**src/rtl/exu_pkg.sv**
```systemverilog
package exu_pkg;

    localparam int xlen          = 32;
    localparam int reg_addr_w    = 5;
    localparam int sram_addr_w   = 13;
    localparam int sram_type_lsb = 13;
    localparam int op_w          = 5;

    // integer and jump ops
    localparam logic [op_w-1:0] op_add   = 5'd0;
    localparam logic [op_w-1:0] op_sub   = 5'd1;
    localparam logic [op_w-1:0] op_slt   = 5'd2;
    localparam logic [op_w-1:0] op_sltu  = 5'd3;
    localparam logic [op_w-1:0] op_xor   = 5'd4;
    localparam logic [op_w-1:0] op_or    = 5'd5;
    localparam logic [op_w-1:0] op_and   = 5'd6;
    localparam logic [op_w-1:0] op_sll   = 5'd7;
    localparam logic [op_w-1:0] op_srl   = 5'd8;
    localparam logic [op_w-1:0] op_sra   = 5'd9;
    localparam logic [op_w-1:0] op_lui   = 5'd10;
    localparam logic [op_w-1:0] op_auipc = 5'd11;
    localparam logic [op_w-1:0] op_jal   = 5'd12;
    localparam logic [op_w-1:0] op_jalr  = 5'd13;
    // branches
    localparam logic [op_w-1:0] op_beq   = 5'd16;
    localparam logic [op_w-1:0] op_bne   = 5'd17;
    localparam logic [op_w-1:0] op_blt   = 5'd18;
    localparam logic [op_w-1:0] op_bge   = 5'd19;
    localparam logic [op_w-1:0] op_bltu  = 5'd20;
    localparam logic [op_w-1:0] op_bgeu  = 5'd21;
    // loads and stores
    localparam logic [op_w-1:0] op_lb    = 5'd24;
    localparam logic [op_w-1:0] op_lh    = 5'd25;
    localparam logic [op_w-1:0] op_lw    = 5'd26;
    localparam logic [op_w-1:0] op_lbu   = 5'd27;
    localparam logic [op_w-1:0] op_lhu   = 5'd28;
    localparam logic [op_w-1:0] op_sb    = 5'd29;
    localparam logic [op_w-1:0] op_sh    = 5'd30;
    localparam logic [op_w-1:0] op_sw    = 5'd31;

    // type field just above the sram offset
    // code 3 selects no memory
    localparam logic [1:0] sram_iram = 2'd0;
    localparam logic [1:0] sram_oram = 2'd1;
    localparam logic [1:0] sram_wram = 2'd2;

    typedef union packed {
        logic [xlen-1:0] raw;
        struct packed {
            logic [xlen-sram_type_lsb-3:0] upper;
            logic [1:0]                    sram_type;
            logic [sram_addr_w-1:0]        offset;
        } mem;
    } eff_word_u;

    function automatic logic is_load(logic [op_w-1:0] op);
        return op inside {op_lb, op_lh, op_lw, op_lbu, op_lhu};
    endfunction

    function automatic logic is_store(logic [op_w-1:0] op);
        return op inside {op_sb, op_sh, op_sw};
    endfunction

    function automatic logic is_branch(logic [op_w-1:0] op);
        return op inside {op_beq, op_bne, op_blt, op_bge, op_bltu, op_bgeu};
    endfunction

endpackage
```
**src/rtl/exu_top.sv**
```systemverilog
`timescale 1ns/10ps

module exu_top #(
    parameter int redirect_w = 12
) (
    input  logic                            clk,
    input  logic                            reset,
    input  logic                            issue_vld,
    input  logic [exu_pkg::op_w-1:0]        issue_op,
    input  logic [exu_pkg::xlen-1:0]        issue_src1,
    input  logic [exu_pkg::xlen-1:0]        issue_src2,
    input  logic [exu_pkg::xlen-1:0]        issue_imm,
    input  logic [exu_pkg::xlen-1:0]        issue_pc,
    input  logic                            issue_wb_vld,
    input  logic [exu_pkg::reg_addr_w-1:0]  issue_wb_addr,
    output logic                            issue_rdy,
    output logic                            wb_vld,
    output logic [exu_pkg::reg_addr_w-1:0]  wb_addr,
    output logic [exu_pkg::xlen-1:0]        wb_data,
    output logic                            wb_is_load,
    output logic                            redirect_vld,
    output logic [redirect_w-1:0]           redirect_addr,
    output logic                            flush_vld,
    input  logic                            lsu_rdy,
    output logic                            lsu_vld,
    output logic                            lsu_wb_vld,
    output logic [exu_pkg::op_w-1:0]        lsu_op,
    output logic [exu_pkg::reg_addr_w-1:0]  lsu_wb_addr,
    output logic [exu_pkg::xlen-1:0]        lsu_wb_data,
    output logic [exu_pkg::xlen-1:0]        lsu_st_data,
    output logic [exu_pkg::sram_addr_w-1:0] lsu_sram_addr,
    output logic                            lsu_ld_iram,
    output logic                            lsu_ld_wram,
    output logic                            lsu_ld_oram,
    output logic                            lsu_st_iram,
    output logic                            lsu_st_wram,
    output logic                            lsu_st_oram
);

    exu_pkg::eff_word_u              alu_wb;
    logic                            issue_fire;
    logic [exu_pkg::sram_addr_w-1:0] sram_addr;
    logic                            ld_iram;
    logic                            ld_wram;
    logic                            ld_oram;
    logic                            st_iram;
    logic                            st_wram;
    logic                            st_oram;

    assign issue_rdy  = lsu_rdy;
    assign flush_vld  = redirect_vld;

    // bypass toward decode in the fire cycle
    assign wb_vld     = issue_fire & issue_wb_vld;
    assign wb_addr    = issue_wb_addr;
    assign wb_data    = alu_wb.raw;
    assign wb_is_load = exu_pkg::is_load(issue_op);

    exu_int_alu u_int_alu (
        .op      (issue_op),
        .src1    (issue_src1),
        .src2    (issue_src2),
        .pc      (issue_pc),
        .wb_data (alu_wb)
    );

    exu_agu u_agu (
        .op        (issue_op),
        .src1      (issue_src1),
        .src2      (issue_src2),
        .imm       (issue_imm),
        .sram_addr (sram_addr),
        .ld_iram   (ld_iram),
        .ld_wram   (ld_wram),
        .ld_oram   (ld_oram),
        .st_iram   (st_iram),
        .st_wram   (st_wram),
        .st_oram   (st_oram)
    );

    exu_branch_unit #(
        .redirect_w (redirect_w)
    ) u_branch_unit (
        .clk           (clk),
        .reset         (reset),
        .issue_vld     (issue_vld),
        .lsu_rdy       (lsu_rdy),
        .op            (issue_op),
        .src1          (issue_src1),
        .src2          (issue_src2),
        .imm           (issue_imm),
        .pc            (issue_pc),
        .issue_fire    (issue_fire),
        .redirect_vld  (redirect_vld),
        .redirect_addr (redirect_addr)
    );

    exu_lsu_reg u_lsu_reg (
        .clk           (clk),
        .reset         (reset),
        .issue_fire    (issue_fire),
        .lsu_rdy       (lsu_rdy),
        .op            (issue_op),
        .wb_vld_in     (wb_vld),
        .wb_addr_in    (issue_wb_addr),
        .wb_data_in    (alu_wb.raw),
        .src2          (issue_src2),
        .sram_addr_in  (sram_addr),
        .ld_iram_in    (ld_iram),
        .ld_wram_in    (ld_wram),
        .ld_oram_in    (ld_oram),
        .st_iram_in    (st_iram),
        .st_wram_in    (st_wram),
        .st_oram_in    (st_oram),
        .lsu_vld       (lsu_vld),
        .lsu_wb_vld    (lsu_wb_vld),
        .lsu_op        (lsu_op),
        .lsu_wb_addr   (lsu_wb_addr),
        .lsu_wb_data   (lsu_wb_data),
        .lsu_st_data   (lsu_st_data),
        .lsu_sram_addr (lsu_sram_addr),
        .lsu_ld_iram   (lsu_ld_iram),
        .lsu_ld_wram   (lsu_ld_wram),
        .lsu_ld_oram   (lsu_ld_oram),
        .lsu_st_iram   (lsu_st_iram),
        .lsu_st_wram   (lsu_st_wram),
        .lsu_st_oram   (lsu_st_oram)
    );

endmodule

```
**src/rtl/exu_lsu_reg.sv**
```systemverilog
`timescale 1ns/10ps

module exu_lsu_reg (
    input  logic                            clk,
    input  logic                            reset,
    input  logic                            issue_fire,
    input  logic                            lsu_rdy,
    input  logic [exu_pkg::op_w-1:0]        op,
    input  logic                            wb_vld_in,
    input  logic [exu_pkg::reg_addr_w-1:0]  wb_addr_in,
    input  logic [exu_pkg::xlen-1:0]        wb_data_in,
    input  logic [exu_pkg::xlen-1:0]        src2,
    input  logic [exu_pkg::sram_addr_w-1:0] sram_addr_in,
    input  logic                            ld_iram_in,
    input  logic                            ld_wram_in,
    input  logic                            ld_oram_in,
    input  logic                            st_iram_in,
    input  logic                            st_wram_in,
    input  logic                            st_oram_in,
    output logic                            lsu_vld,
    output logic                            lsu_wb_vld,
    output logic [exu_pkg::op_w-1:0]        lsu_op,
    output logic [exu_pkg::reg_addr_w-1:0]  lsu_wb_addr,
    output logic [exu_pkg::xlen-1:0]        lsu_wb_data,
    output logic [exu_pkg::xlen-1:0]        lsu_st_data,
    output logic [exu_pkg::sram_addr_w-1:0] lsu_sram_addr,
    output logic                            lsu_ld_iram,
    output logic                            lsu_ld_wram,
    output logic                            lsu_ld_oram,
    output logic                            lsu_st_iram,
    output logic                            lsu_st_wram,
    output logic                            lsu_st_oram
);

    // valid flags hold while the lsu stalls
    always_ff @(posedge clk) begin
        if (reset) begin
            lsu_vld    <= 1'b0;
            lsu_wb_vld <= 1'b0;
        end else if (issue_fire) begin
            lsu_vld    <= ~exu_pkg::is_branch(op);
            lsu_wb_vld <= wb_vld_in;
        end else if (lsu_rdy) begin
            lsu_vld    <= 1'b0;
            lsu_wb_vld <= 1'b0;
        end
    end

    always_ff @(posedge clk) begin
        if (issue_fire) begin
            lsu_op        <= op;
            lsu_wb_addr   <= wb_addr_in;
            lsu_wb_data   <= wb_data_in;
            lsu_st_data   <= src2;
            lsu_sram_addr <= sram_addr_in;
            lsu_ld_iram   <= ld_iram_in;
            lsu_ld_wram   <= ld_wram_in;
            lsu_ld_oram   <= ld_oram_in;
            lsu_st_iram   <= st_iram_in;
            lsu_st_wram   <= st_wram_in;
            lsu_st_oram   <= st_oram_in;
        end
    end

endmodule

```
**src/rtl/exu_branch_unit.sv**
```systemverilog
`timescale 1ns/10ps

module exu_branch_unit #(
    parameter int redirect_w = 12
) (
    input  logic                     clk,
    input  logic                     reset,
    input  logic                     issue_vld,
    input  logic                     lsu_rdy,
    input  logic [exu_pkg::op_w-1:0] op,
    input  logic [exu_pkg::xlen-1:0] src1,
    input  logic [exu_pkg::xlen-1:0] src2,
    input  logic [exu_pkg::xlen-1:0] imm,
    input  logic [exu_pkg::xlen-1:0] pc,
    output logic                     issue_fire,
    output logic                     redirect_vld,
    output logic [redirect_w-1:0]    redirect_addr
);

    logic                     lt_s;
    logic                     lt_u;
    logic                     eq;
    logic                     taken;
    logic [exu_pkg::xlen-1:0] target;

    // instruction arriving with a redirect is dropped
    assign issue_fire = issue_vld & lsu_rdy & ~redirect_vld;

    assign eq   = src1 == src2;
    assign lt_s = $signed(src1) < $signed(src2);
    assign lt_u = src1 < src2;

    always_comb begin
        taken = 1'b0;
        case (op)
            exu_pkg::op_beq:  taken = eq;
            exu_pkg::op_bne:  taken = ~eq;
            exu_pkg::op_blt:  taken = lt_s;
            exu_pkg::op_bge:  taken = ~lt_s;
            exu_pkg::op_bltu: taken = lt_u;
            exu_pkg::op_bgeu: taken = ~lt_u;
            exu_pkg::op_jal,
            exu_pkg::op_jalr: taken = 1'b1;
            default:          taken = 1'b0;
        endcase
    end

    always_comb begin
        if (op == exu_pkg::op_jal) begin
            target = pc + src2;
        end else if (op == exu_pkg::op_jalr) begin
            target = src1 + src2;
        end else begin
            target = pc + imm;
        end
    end

    always_ff @(posedge clk) begin
        if (reset) begin
            redirect_vld <= 1'b0;
        end else begin
            redirect_vld <= issue_fire & taken;
        end
    end

    // only meaningful while redirect_vld is high
    always_ff @(posedge clk) begin
        if (issue_fire) begin
            redirect_addr <= target[redirect_w-1:0];
        end
    end

endmodule

```
**src/rtl/exu_agu.sv**
```systemverilog
`timescale 1ns/10ps

module exu_agu (
    input  logic [exu_pkg::op_w-1:0]        op,
    input  logic [exu_pkg::xlen-1:0]        src1,
    input  logic [exu_pkg::xlen-1:0]        src2,
    input  logic [exu_pkg::xlen-1:0]        imm,
    output logic [exu_pkg::sram_addr_w-1:0] sram_addr,
    output logic                            ld_iram,
    output logic                            ld_wram,
    output logic                            ld_oram,
    output logic                            st_iram,
    output logic                            st_wram,
    output logic                            st_oram
);

    logic               ld_op;
    logic               st_op;
    exu_pkg::eff_word_u eff;

    assign ld_op = exu_pkg::is_load(op);
    assign st_op = exu_pkg::is_store(op);

    // loads take src2, stores the immediate
    assign eff.raw = src1 + (st_op ? imm : src2);

    assign sram_addr = eff.mem.offset;

    assign ld_iram = ld_op & (eff.mem.sram_type == exu_pkg::sram_iram);
    assign ld_wram = ld_op & (eff.mem.sram_type == exu_pkg::sram_wram);
    assign ld_oram = ld_op & (eff.mem.sram_type == exu_pkg::sram_oram);
    assign st_iram = st_op & (eff.mem.sram_type == exu_pkg::sram_iram);
    assign st_wram = st_op & (eff.mem.sram_type == exu_pkg::sram_wram);
    assign st_oram = st_op & (eff.mem.sram_type == exu_pkg::sram_oram);

endmodule

```
**src/rtl/exu_int_alu.sv**
```systemverilog
`timescale 1ns/10ps

module exu_int_alu (
    input  logic [exu_pkg::op_w-1:0] op,
    input  logic [exu_pkg::xlen-1:0] src1,
    input  logic [exu_pkg::xlen-1:0] src2,
    input  logic [exu_pkg::xlen-1:0] pc,
    output exu_pkg::eff_word_u       wb_data
);

    logic [exu_pkg::xlen-1:0] sum;
    logic [exu_pkg::xlen-1:0] diff;
    logic [exu_pkg::xlen-1:0] auipc_sum;
    logic [exu_pkg::xlen-1:0] link_pc;
    logic [exu_pkg::xlen-1:0] sra_rlt;
    logic [4:0]               shamt;
    logic                     lt_s;
    logic                     lt_u;

    assign sum       = src1 + src2;
    assign diff      = src1 - src2;
    assign auipc_sum = pc + src2;
    assign link_pc   = pc + 32'd4;

    // only the low five bits count as shift amount
    assign shamt   = src2[4:0];
    assign sra_rlt = $unsigned($signed(src1) >>> shamt);

    // signed compare holds across differing signs
    assign lt_s = $signed(src1) < $signed(src2);
    assign lt_u = src1 < src2;

    always_comb begin
        wb_data.raw = '0;
        case (op)
            exu_pkg::op_add:   wb_data.raw = sum;
            exu_pkg::op_sub:   wb_data.raw = diff;
            exu_pkg::op_slt:   wb_data.raw = {{(exu_pkg::xlen-1){1'b0}}, lt_s};
            exu_pkg::op_sltu:  wb_data.raw = {{(exu_pkg::xlen-1){1'b0}}, lt_u};
            exu_pkg::op_xor:   wb_data.raw = src1 ^ src2;
            exu_pkg::op_or:    wb_data.raw = src1 | src2;
            exu_pkg::op_and:   wb_data.raw = src1 & src2;
            exu_pkg::op_sll:   wb_data.raw = src1 << shamt;
            exu_pkg::op_srl:   wb_data.raw = src1 >> shamt;
            exu_pkg::op_sra:   wb_data.raw = sra_rlt;
            // immediate already shifted by decode
            exu_pkg::op_lui:   wb_data.raw = src2;
            exu_pkg::op_auipc: wb_data.raw = auipc_sum;
            exu_pkg::op_jal,
            exu_pkg::op_jalr:  wb_data.raw = link_pc;
            default:           wb_data.raw = '0;
        endcase
    end

endmodule

```
**config.mk**
```make
export PLATFORM = sky130hd
export DESIGN_NAME = exu_top
export DESIGN_NICKNAME = d
export VERILOG_FILES = /design/src/rtl/exu_pkg.sv /design/src/rtl/exu_top.sv /design/src/rtl/exu_lsu_reg.sv /design/src/rtl/exu_branch_unit.sv /design/src/rtl/exu_agu.sv /design/src/rtl/exu_int_alu.sv
export SDC_FILE = /design/constraint.sdc
export NUM_CORES = 1
export LEC_CHECK = 0
export BUFFER_PORTS_ARGS = -buffer_cell sky130_fd_sc_hd__buf_2
export CAP_MARGIN = 40
export CORE_MARGIN = 5
export CORE_UTILIZATION = 43
export DETAILED_ROUTE_END_ITERATION = 10
export GPL_TIMING_DRIVEN = 0
export HOLD_SLACK_MARGIN = 0.03
export SETUP_SLACK_MARGIN = 0.1
export SLEW_MARGIN = 20
export SYNTH_ARGS = -nofsm -noshare
export SYNTH_HDL_FRONTEND = slang
export SYNTH_SLANG_ARGS = --single-unit
```
**constraint.sdc**
```tcl
create_clock -name clk -period 8.4 [get_ports clk]
set_input_delay 1.26 -clock clk [delete_from_list [all_inputs] [get_ports clk]]
set_output_delay 1.26 -clock clk [all_outputs]
set_load 0.05 [all_outputs]
```
==> metrics.log, run 1 <==
INFO  metric run_status = finished, final reports clean
INFO  metric ff_latch_count_synth = around 110
INFO  metric grt_setup_unrepaired = no
INFO  metric critical_path.startpoint_type = input pin
INFO  metric detailedPlacementHpwl = between 70000 and 80000 um
INFO  metric layout.nets = approximately 2700
INFO  metric die_width = a little over 200 um
INFO  metric total_routing_resource_utilization_after_global_routing = 0.416
INFO  metric hold_violations = 0
INFO  metric tightestPinTransition = between 0.9 and 1 ns
INFO  metric tritoncts_clock_tree = yes
INFO  metric placement.cell_area = approximately 0.019 mm^2
INFO  metric cts.clk_slew.worst_paths = around 0.080 ns
INFO  metric timing.critical_path.slowest_stage_cell = sky130_fd_sc_hd__o41ai_2
INFO  metric antenna_cells_inserted = 0
INFO  metric timing.rr.start = u_branch_unit.redirect_vld
INFO  metric yosysSeqAreaShare = 0.197
INFO  metric die_height = between 200 and 250 um
INFO  metric final-setup-viol-count = 0
INFO  metric p_int = between 1 and 1.5 mW
INFO  metric gate_power_share = 0.544
INFO  metric worst_ep_required = roughly 7.1 ns
INFO  metric postRouteWirelength = ~91000 um
INFO  metric netSwitchingPower = ~1.2 mW
INFO  metric fin_worst_skew = 0.0294 ns
INFO  metric grt.met3_usage = 0.114
INFO  metric worst_setup_path_class = in -> out
INFO  metric r2r-end = u_lsu_reg.lsu_sram_addr[0]
INFO  metric hold_end = u_lsu_reg.lsu_wb_vld
INFO  metric number_of_i_o_port_buffers = 274
INFO  metric min_cycle_time_layout = 8.08 ns
INFO  metric worst-path-max-fanout = 12
INFO  metric ys_async_sr_fraction = 0
INFO  metric power_consumption = roughly 2.5 mW
INFO  metric die_area = 0.0419 mm^2
INFO  metric min_period_over_period = 0.962
INFO  metric synth_enable_flop_cells = 105
INFO  metric routed-via-count = around 20000
INFO  metric crit_start = issue_src2[1]
INFO  metric syn_area = between 0.015 and 0.02 mm^2
INFO  metric switching_share = 0.494
INFO  metric post_synthesis_cell_type_count = 81
INFO  metric area_growth_syn_to_layout = 16.0%
INFO  metric cts_root_buf = sky130_fd_sc_hd__clkbuf_16
INFO  metric worstHoldPathType = reg -> reg
INFO  metric finish.utilization = 0.503
INFO  metric grt_start_max_net_pins = 30
INFO  metric number_of_cts_inserted_buffers = 9
INFO  metric pwr-share-seq = 0.261
INFO  metric firstDrtPassIters = 7
INFO  metric clk_path_buf_depth = 2
INFO  metric fraction_of_layout_instances_using_a_drive_strength_above_1 = 0.184
INFO  metric grt_remaining_overflow = 0
INFO  metric fillCellCount = 3766
INFO  metric boundaryPins = 292
INFO  metric antenna_found_initial = 0
INFO  metric placeableCoreArea = about 0.038 mm^2
INFO  metric ys.flop_type = sky130_fd_sc_hd__edfxtp_1
INFO  metric holdPathStages = 2
INFO  metric worst_ir_drop_vdd = roughly 110 uV
INFO  metric powerDensity = ~130 mW/mm^2
INFO  metric leakagePower = approximately 8 nW
INFO  metric cp_common_cell = sky130_fd_sc_hd__buf_2
INFO  metric setup.worst_path.end_class = primary output
INFO  metric met2_track_usage_gr = 0.625
INFO  metric postLayoutCellArea = approximately 0.019 mm^2
INFO  metric final-instance-count-excl-fill = 2902
INFO  metric clock_power_share = 0.195
INFO  metric timing.final.max_slew_violations = 0
INFO  metric detail_route.wl_per_cell = 31.3 um
INFO  metric avg_vias_per_cell = 6.71
INFO  metric ordered_cell_list_for_the_critical_path = buf_2 -> buf_2 -> inv_1 -> buf_2 -> buf_2 -> buf_2 -> ha_1 -> a211oi_1 -> o21ai_1 -> a31oi_1 -> o22ai_1 -> o41ai_2 -> o21ai_0 -> nor2_1 -> a221o_1 -> o21ai_0 -> o211ai_1 -> buf_2
INFO  metric global_route_wire_length_before_repair = 128000 um
INFO  metric synth_fp_nets = 2388
INFO  metric grt_busiest_layer = met2
INFO  metric worst-endpoint-arrival = ~7 ns
INFO  metric detail_route.drc_violations = 0
INFO  metric syn_avg_cell_area = approximately 8 um^2
INFO  metric place_congestion = 1.08
INFO  metric delay_contributed_by_the_slowest_stage_of_the_critical_path = roughly 0.53 ns
INFO  metric holdBufCountCts = 0
INFO  metric max_clock_freq = 124 MHz
INFO  metric numClockSinks = about 110
INFO  metric met1_usage = 0.561
INFO  metric drv.max_cap_violation_count = 0
INFO  metric drtIter0Drc = around 3300
INFO  metric synth_cells = around 2100
INFO  metric timing.max_slew.rel_slack = 0.340
INFO  metric hold_start = u_lsu_reg.lsu_wb_vld
INFO  metric cts.htree.levels = 3
INFO  metric dp.cells = 2884
INFO  metric vias_in_the_first_global_route = approximately 18000
INFO  metric num_rows = 71
INFO  metric worstSkewPairLatency = approximately 0.42 ns
INFO  metric internal_reg_to_reg_setup_slack = 6.57 ns
INFO  metric final_antenna_net_count = 0
INFO  metric rr_worst_depth = 3
INFO  metric yosysWarnings = 0
INFO  metric start_util = 0.434
[registers in the layout, indices dropped and copies added (netlist names)]
signal,flops
u_lsu_reg.lsu_wb_vld,1
u_lsu_reg.lsu_st_wram,1
u_lsu_reg.lsu_ld_oram,1
u_lsu_reg.lsu_wb_data,32
u_lsu_reg.lsu_st_oram,1
u_lsu_reg.lsu_vld,1
u_branch_unit.redirect_addr,12
u_lsu_reg.lsu_sram_addr,13
u_lsu_reg.lsu_ld_iram,1
u_lsu_reg.lsu_st_data,32
u_lsu_reg.lsu_ld_wram,1
u_lsu_reg.lsu_wb_addr,5
u_lsu_reg.lsu_st_iram,1
u_branch_unit.redirect_vld,1
u_lsu_reg.lsu_op,5
[worst max path at each step]
stage / to / slack, ns / cells past startpoint
2_1_floorplan: wb_vld / 0.55 / 3
3_3_place_gp: wb_vld / -1.26 / 5
3_5_place_dp: wb_data[29] / -0.15 / 18
4_1_cts: wb_data[29] / 0.25 / 19
5_1_grt: wb_data[29] / 0.21 / 18
6_report: wb_data[29] / 0.32 / 18
[layer usage]
metal | wire length (um) | share of wire
met1 | 35900 | 0.39
met2 | 37900 | 0.42
met3 | 12200 | 0.13
met4 | 4850 | 0.053
met5 | 0 | 0
[worst max-delay path: cells and delay by family]
kind | cells | cell delay, ns
buffers and inverters | 7 | 2.14
AND/OR/NAND/NOR | 1 | 0.19
AO/OA/AOI/OAI | 9 | 2.81
adder cells (fa/ha/maj) | 1 | 0.42
[stage by stage]
step	setup WS (ns)	setup TNS [ns]	hold slack, ns
after floorplan	0.547	0	0.729
final	0.318	0	0.497
after CTS	0.252	0	0.497
after detailed placement	-0.150	-0.150	0.478
after global routing	0.211	0	0.516
after global placement	-1.26	-1.51	0.471
[area by class of cell]
class	instances	area [um^2]	area share
clock inverters	7	91.3	0.00483
repair buffers	297	1630	0.0863
inverters	128	480	0.0254
multi-input cells	1712	12000	0.635
well taps	511	639	0.0338
plain buffers	130	618	0.0327
clock buffers	9	225	0.0119
flip-flops and latches	108	3210	0.170
[kinds of logic after synthesis]
| group | after synthesis | synth area share |
|---|---|---|
| AOI/OAI and AO/OA | 708 | 0.287 |
| and+or+nand+nor | 636 | 0.179 |
| buffers and inverters | 260 | 0.0676 |
| adders and majority gates | 165 | 0.129 |
| DFF | 108 | 0.197 |
| muxes | 105 | 0.0885 |
| xor gates and xnor gates | 98 | 0.0527 |
[layout by cell type, fill, tap and decap left out, drive strengths merged, types with 63 or more instances in the layout]
| master | count |
|---|---|
| a21oi | 186 |
| clkbuf | 78 |
| nor2 | 209 |
| ha | 160 |
| edfxtp | 105 |
| o21ai | 154 |
| inv | 128 |
| xnor2 | 63 |
| nand2 | 193 |
| buf | 358 |
[synthesized netlist by cell type (7+ instances only)]
cell type | number | area (um^2)
sky130_fd_sc_hd__o21ai_1 | 7 | 35.0
sky130_fd_sc_hd__o211ai_1 | 38 | 285
sky130_fd_sc_hd__a311oi_1 | 9 | 78.8
sky130_fd_sc_hd__or2_2 | 7 | 43.8
sky130_fd_sc_hd__nor3_1 | 54 | 270
sky130_fd_sc_hd__a22oi_1 | 23 | 173
sky130_fd_sc_hd__a2111oi_0 | 9 | 78.8
sky130_fd_sc_hd__nand2_1 | 193 | 724
sky130_fd_sc_hd__edfxtp_1 | 105 | 3150
sky130_fd_sc_hd__o221ai_1 | 12 | 105
sky130_fd_sc_hd__buf_2 | 28 | 140
sky130_fd_sc_hd__o31ai_1 | 10 | 75.1
sky130_fd_sc_hd__mux2_2 | 20 | 225
sky130_fd_sc_hd__buf_4 | 10 | 75.1
sky130_fd_sc_hd__a21o_1 | 26 | 195
sky130_fd_sc_hd__mux4_2 | 28 | 631
sky130_fd_sc_hd__a21boi_0 | 10 | 75.1
sky130_fd_sc_hd__o2111ai_1 | 15 | 131
sky130_fd_sc_hd__xor2_1 | 35 | 307
sky130_fd_sc_hd__and2_1 | 9 | 56.3
sky130_fd_sc_hd__nand3_1 | 42 | 210
sky130_fd_sc_hd__nand4_1 | 24 | 150
sky130_fd_sc_hd__a211oi_1 | 35 | 263
sky130_fd_sc_hd__o21ai_0 | 147 | 736
sky130_fd_sc_hd__clkbuf_1 | 70 | 263
sky130_fd_sc_hd__a21oi_1 | 184 | 921
sky130_fd_sc_hd__nand2b_1 | 25 | 156
sky130_fd_sc_hd__or3_1 | 7 | 43.8
sky130_fd_sc_hd__o22ai_1 | 34 | 213
sky130_fd_sc_hd__nor2b_1 | 24 | 150
sky130_fd_sc_hd__a221oi_1 | 38 | 333
sky130_fd_sc_hd__nor4_1 | 7 | 43.8
sky130_fd_sc_hd__buf_1 | 17 | 63.8
sky130_fd_sc_hd__a221o_1 | 20 | 200
sky130_fd_sc_hd__xnor2_1 | 63 | 552
sky130_fd_sc_hd__buf_6 | 7 | 78.8
sky130_fd_sc_hd__mux2i_1 | 56 | 561
sky130_fd_sc_hd__ha_1 | 160 | 2000
sky130_fd_sc_hd__nor2_1 | 209 | 785
sky130_fd_sc_hd__a31oi_1 | 16 | 100
sky130_fd_sc_hd__inv_1 | 123 | 462
sky130_fd_sc_hd__o21bai_1 | 25 | 188
sky130_fd_sc_hd__and3_1 | 15 | 93.8
[power groups by stage]
stage	Sequential (mW)	Clock, mW	Combinational, mW
6_report	0.641	0.480	1.34
5_1_grt	0.644	0.508	1.40
4_1_cts	0.642	0.487	1.29
3_5_place_dp	0.654	0	1.28
3_3_place_gp	0.659	0	1.27
2_1_floorplan	0.762	0	0.737
[what timing repair did]
item,in CTS,in global routing
endpoints found under the setup margin,2,3
pin swaps,0,0
gates resized for setup,3,1
setup buffers,0,0
No activity file was read; power rests on OpenSTA's default activity.
==> run 2, diff against run 1 <==
Settings changed: RECOVER_POWER set to 50.
==> run 2 against run 1 <==
Clock-buffer cell count is the same. Non-clock buffer count is the same. Design area shrank 1.1%. Hold slack gained 0.0026 ns. Global-route usage is the same. First-iteration DRC count grew 4.1%. Clock power is essentially flat. Register-to-register slack lost 1.8 ns. Utilization shrank 0.55 points. The flow now finishes with violations (max-capacitance violations, max-slew violations). Critical endpoint unchanged.
==> metrics.log, run 2 (synthesis results as in run 1) <==
INFO  metric critical_path.startpoint_type = input pin
INFO  metric clk_path_buf_depth = 2
INFO  metric max_clock_freq = ~120 MHz
INFO  metric fillCellCount = 3856
INFO  metric worstSkewPairLatency = about 0.42 ns
INFO  metric layout.nets = 2694
INFO  metric firstDrtPassIters = 10
INFO  metric cts_root_buf = sky130_fd_sc_hd__clkbuf_16
INFO  metric die_width = between 200 and 250 um
INFO  metric worstHoldPathType = reg -> reg
INFO  metric timing.critical_path.slowest_stage_cell = sky130_fd_sc_hd__o41ai_2
INFO  metric fraction_of_layout_instances_using_a_drive_strength_above_1 = 0.122
INFO  metric leakagePower = ~7.6 nW
INFO  metric min_cycle_time_layout = between 8 and 9 ns
INFO  metric antenna_cells_inserted = 0
INFO  metric most-common-layout-cells = 213 x sky130_fd_sc_hd__clkbuf_1, 208 x sky130_fd_sc_hd__nor2_1, 193 x sky130_fd_sc_hd__nand2_1
INFO  metric holdBufCountCts = 0
INFO  metric postRouteWirelength = approximately 91000 um
INFO  metric violations = max-capacitance violations, max-slew violations
INFO  metric die_height = about 200 um
INFO  metric worst-endpoint-arrival = approximately 6.9 ns
INFO  metric timing.rr.start = u_branch_unit.redirect_vld
INFO  metric final_antenna_net_count = 0
INFO  metric num_rows = 71
INFO  metric number_of_cts_inserted_buffers = 9
INFO  metric final-instance-count-excl-fill = between 2000 and 3000
INFO  metric dp.cells = approximately 2900
INFO  metric delay_contributed_by_the_slowest_stage_of_the_critical_path = 0.54 ns
INFO  metric ordered_cell_list_for_the_critical_path = buf_2 -> buf_2 -> inv_1 -> buf_2 -> buf_2 -> buf_2 -> ha_1 -> a211oi_1 -> o21ai_1 -> a31oi_1 -> o22ai_1 -> o41ai_2 -> o21ai_0 -> nor2_1 -> a221o_1 -> o21ai_0 -> o211ai_1 -> buf_2
INFO  metric hold_start = u_lsu_reg.lsu_wb_vld
INFO  metric detail_route.drc_violations = 0
INFO  metric r2r-end = u_lsu_reg.lsu_st_data[30]
INFO  metric hold_end = u_lsu_reg.lsu_wb_vld
INFO  metric postLayoutCellArea = around 0.019 mm^2
INFO  metric tritoncts_clock_tree = yes
INFO  metric rr_worst_depth = 2
INFO  metric drv.max_cap_violation_count = 2
INFO  metric tightestPinTransition = around 2 ns
INFO  metric cts.htree.levels = 3
INFO  metric global_route_wire_length_before_repair = 128000 um
INFO  metric antenna_found_initial = 0
INFO  metric die_area = between 0.04 and 0.05 mm^2
INFO  metric vias_in_the_first_global_route = ~18000
INFO  metric worst_setup_path_class = in -> out
INFO  metric final-setup-viol-count = 0
INFO  metric grt_setup_unrepaired = no
INFO  metric place_congestion = around 1.1
INFO  metric grt_remaining_overflow = 0
INFO  metric placement.cell_area = ~0.019 mm^2
INFO  metric holdPathStages = 2
INFO  metric number_of_i_o_port_buffers = between 200 and 300
INFO  metric run_status = finished with violations
INFO  metric detail_route.wl_per_cell = 31.4 um
INFO  metric boundaryPins = between 200 and 300
INFO  metric powerDensity = around 130 mW/mm^2
INFO  metric fin_worst_skew = 0.0288 ns
INFO  metric setup.worst_path.end_class = primary output
INFO  metric hold_violations = 0
INFO  metric placeableCoreArea = ~0.038 mm^2
INFO  metric detailedPlacementHpwl = roughly 74000 um
INFO  metric start_util = 0.434
INFO  metric final_common_cell = sky130_fd_sc_hd__clkbuf_1
INFO  metric avg_vias_per_cell = roughly 6.8
INFO  metric area_growth_syn_to_layout = 14.7%
INFO  metric routed-via-count = slightly below 20000
INFO  metric timing.final.max_slew_violations = 54
INFO  metric internal_reg_to_reg_setup_slack = around 4.8 ns
INFO  metric worst-path-max-fanout = 12
INFO  metric worst_ep_required = a little over 7 ns
INFO  metric min_period_over_period = 0.965
INFO  metric worst_ir_drop_vdd = roughly 110 uV
INFO  metric timing.max_slew.rel_slack = -0.370
INFO  metric drtIter0Drc = about 3400
INFO  metric cts.clk_slew.worst_paths = approximately 0.080 ns
INFO  metric numClockSinks = 108
INFO  metric cp_common_cell = sky130_fd_sc_hd__buf_2
INFO  metric total_routing_resource_utilization_after_global_routing = 0.416
INFO  metric biggestRegsByFlops = u_lsu_reg.lsu_st_data (32), u_lsu_reg.lsu_wb_data (32), u_lsu_reg.lsu_sram_addr (13)
INFO  metric grt_start_max_net_pins = 30
-- run 2: changes by cell type in the layout (fill, tap and decap cells not counted) --
cell	change
sky130_fd_sc_hd__buf_2	-147
sky130_fd_sc_hd__clkbuf_1	+148
sky130_fd_sc_hd__nor2_4	-1
sky130_fd_sc_hd__buf_12	-1
sky130_fd_sc_hd__nor2_1	+1
-- run 2: critical path, delay by kind of cell --
family	cells	cell delay, ns
buffers and inverters	7	2.12
and+or+nand+nor	1	0.19
adders and majority gates	1	0.42
AOI/OAI and AO/OA	9	2.81
-- run 2: worst max path at each step --
stage,from,to,slack (ns),cells past startpoint
finish,issue_src2[1],wb_data[29],0.29,18
global route,issue_src2[1],wb_data[29],0.21,18
CTS,issue_src2[2],wb_data[29],0.25,19
detailed placement,issue_src2[3],wb_data[29],-0.15,18
global placement,lsu_rdy,wb_vld,-1.26,5
floorplan,lsu_rdy,wb_vld,0.55,3
-- run 2: through the flow --
| step | hold slack (ns) | setup TNS [ns] | util | worst slack, ns | power [mW] |
|---|---|---|---|---|---|
| after global routing | 0.521 | 0 | 0.497 | 0.211 | 2.54 |
| after CTS | 0.497 | 0 | 0.502 | 0.252 | 2.42 |
| final | 0.500 | 0 | 0.497 | 0.290 | 2.45 |
| after global placement | 0.471 | -1.51 | 0.487 | -1.26 | 1.92 |
| after detailed placement | 0.478 | -0.150 | 0.493 | -0.150 | 1.94 |
| after floorplan | 0.729 | 0 | - | 0.547 | 1.50 |
-- run 2: area by class of cell --
cell class | count | area (um^2) | area share
multi-input combinational | 1712 | 12000 | 0.642
tap | 511 | 639 | 0.0342
inverter | 128 | 480 | 0.0257
sequential | 108 | 3210 | 0.172
timing repair buffer | 297 | 1430 | 0.0765
clock buffer | 9 | 225 | 0.0120
buffer | 130 | 618 | 0.0331
clock inverter | 7 | 91.3 | 0.00489
-- run 2: layer usage --
metal	vias up	GRT usage	routed length, um
met5	-	0	0
met4	0	0.183	4870
met3	288	0.114	12300
met2	1546	0.625	37900
met1	9380	0.561	36100
li1	8384	-	-
-- run 2: what timing repair did --
action	CTS	global route
setup buffers	0	0
hold endpoints to repair	0	0
endpoints found under the setup margin	2	3
gates resized for setup	3	1
-- run 2: power breakdown --
part	internal [mW]	switching, mW
Combinational	0.382	0.946
Clock	0.216	0.265
Sequential	0.636	0.00716
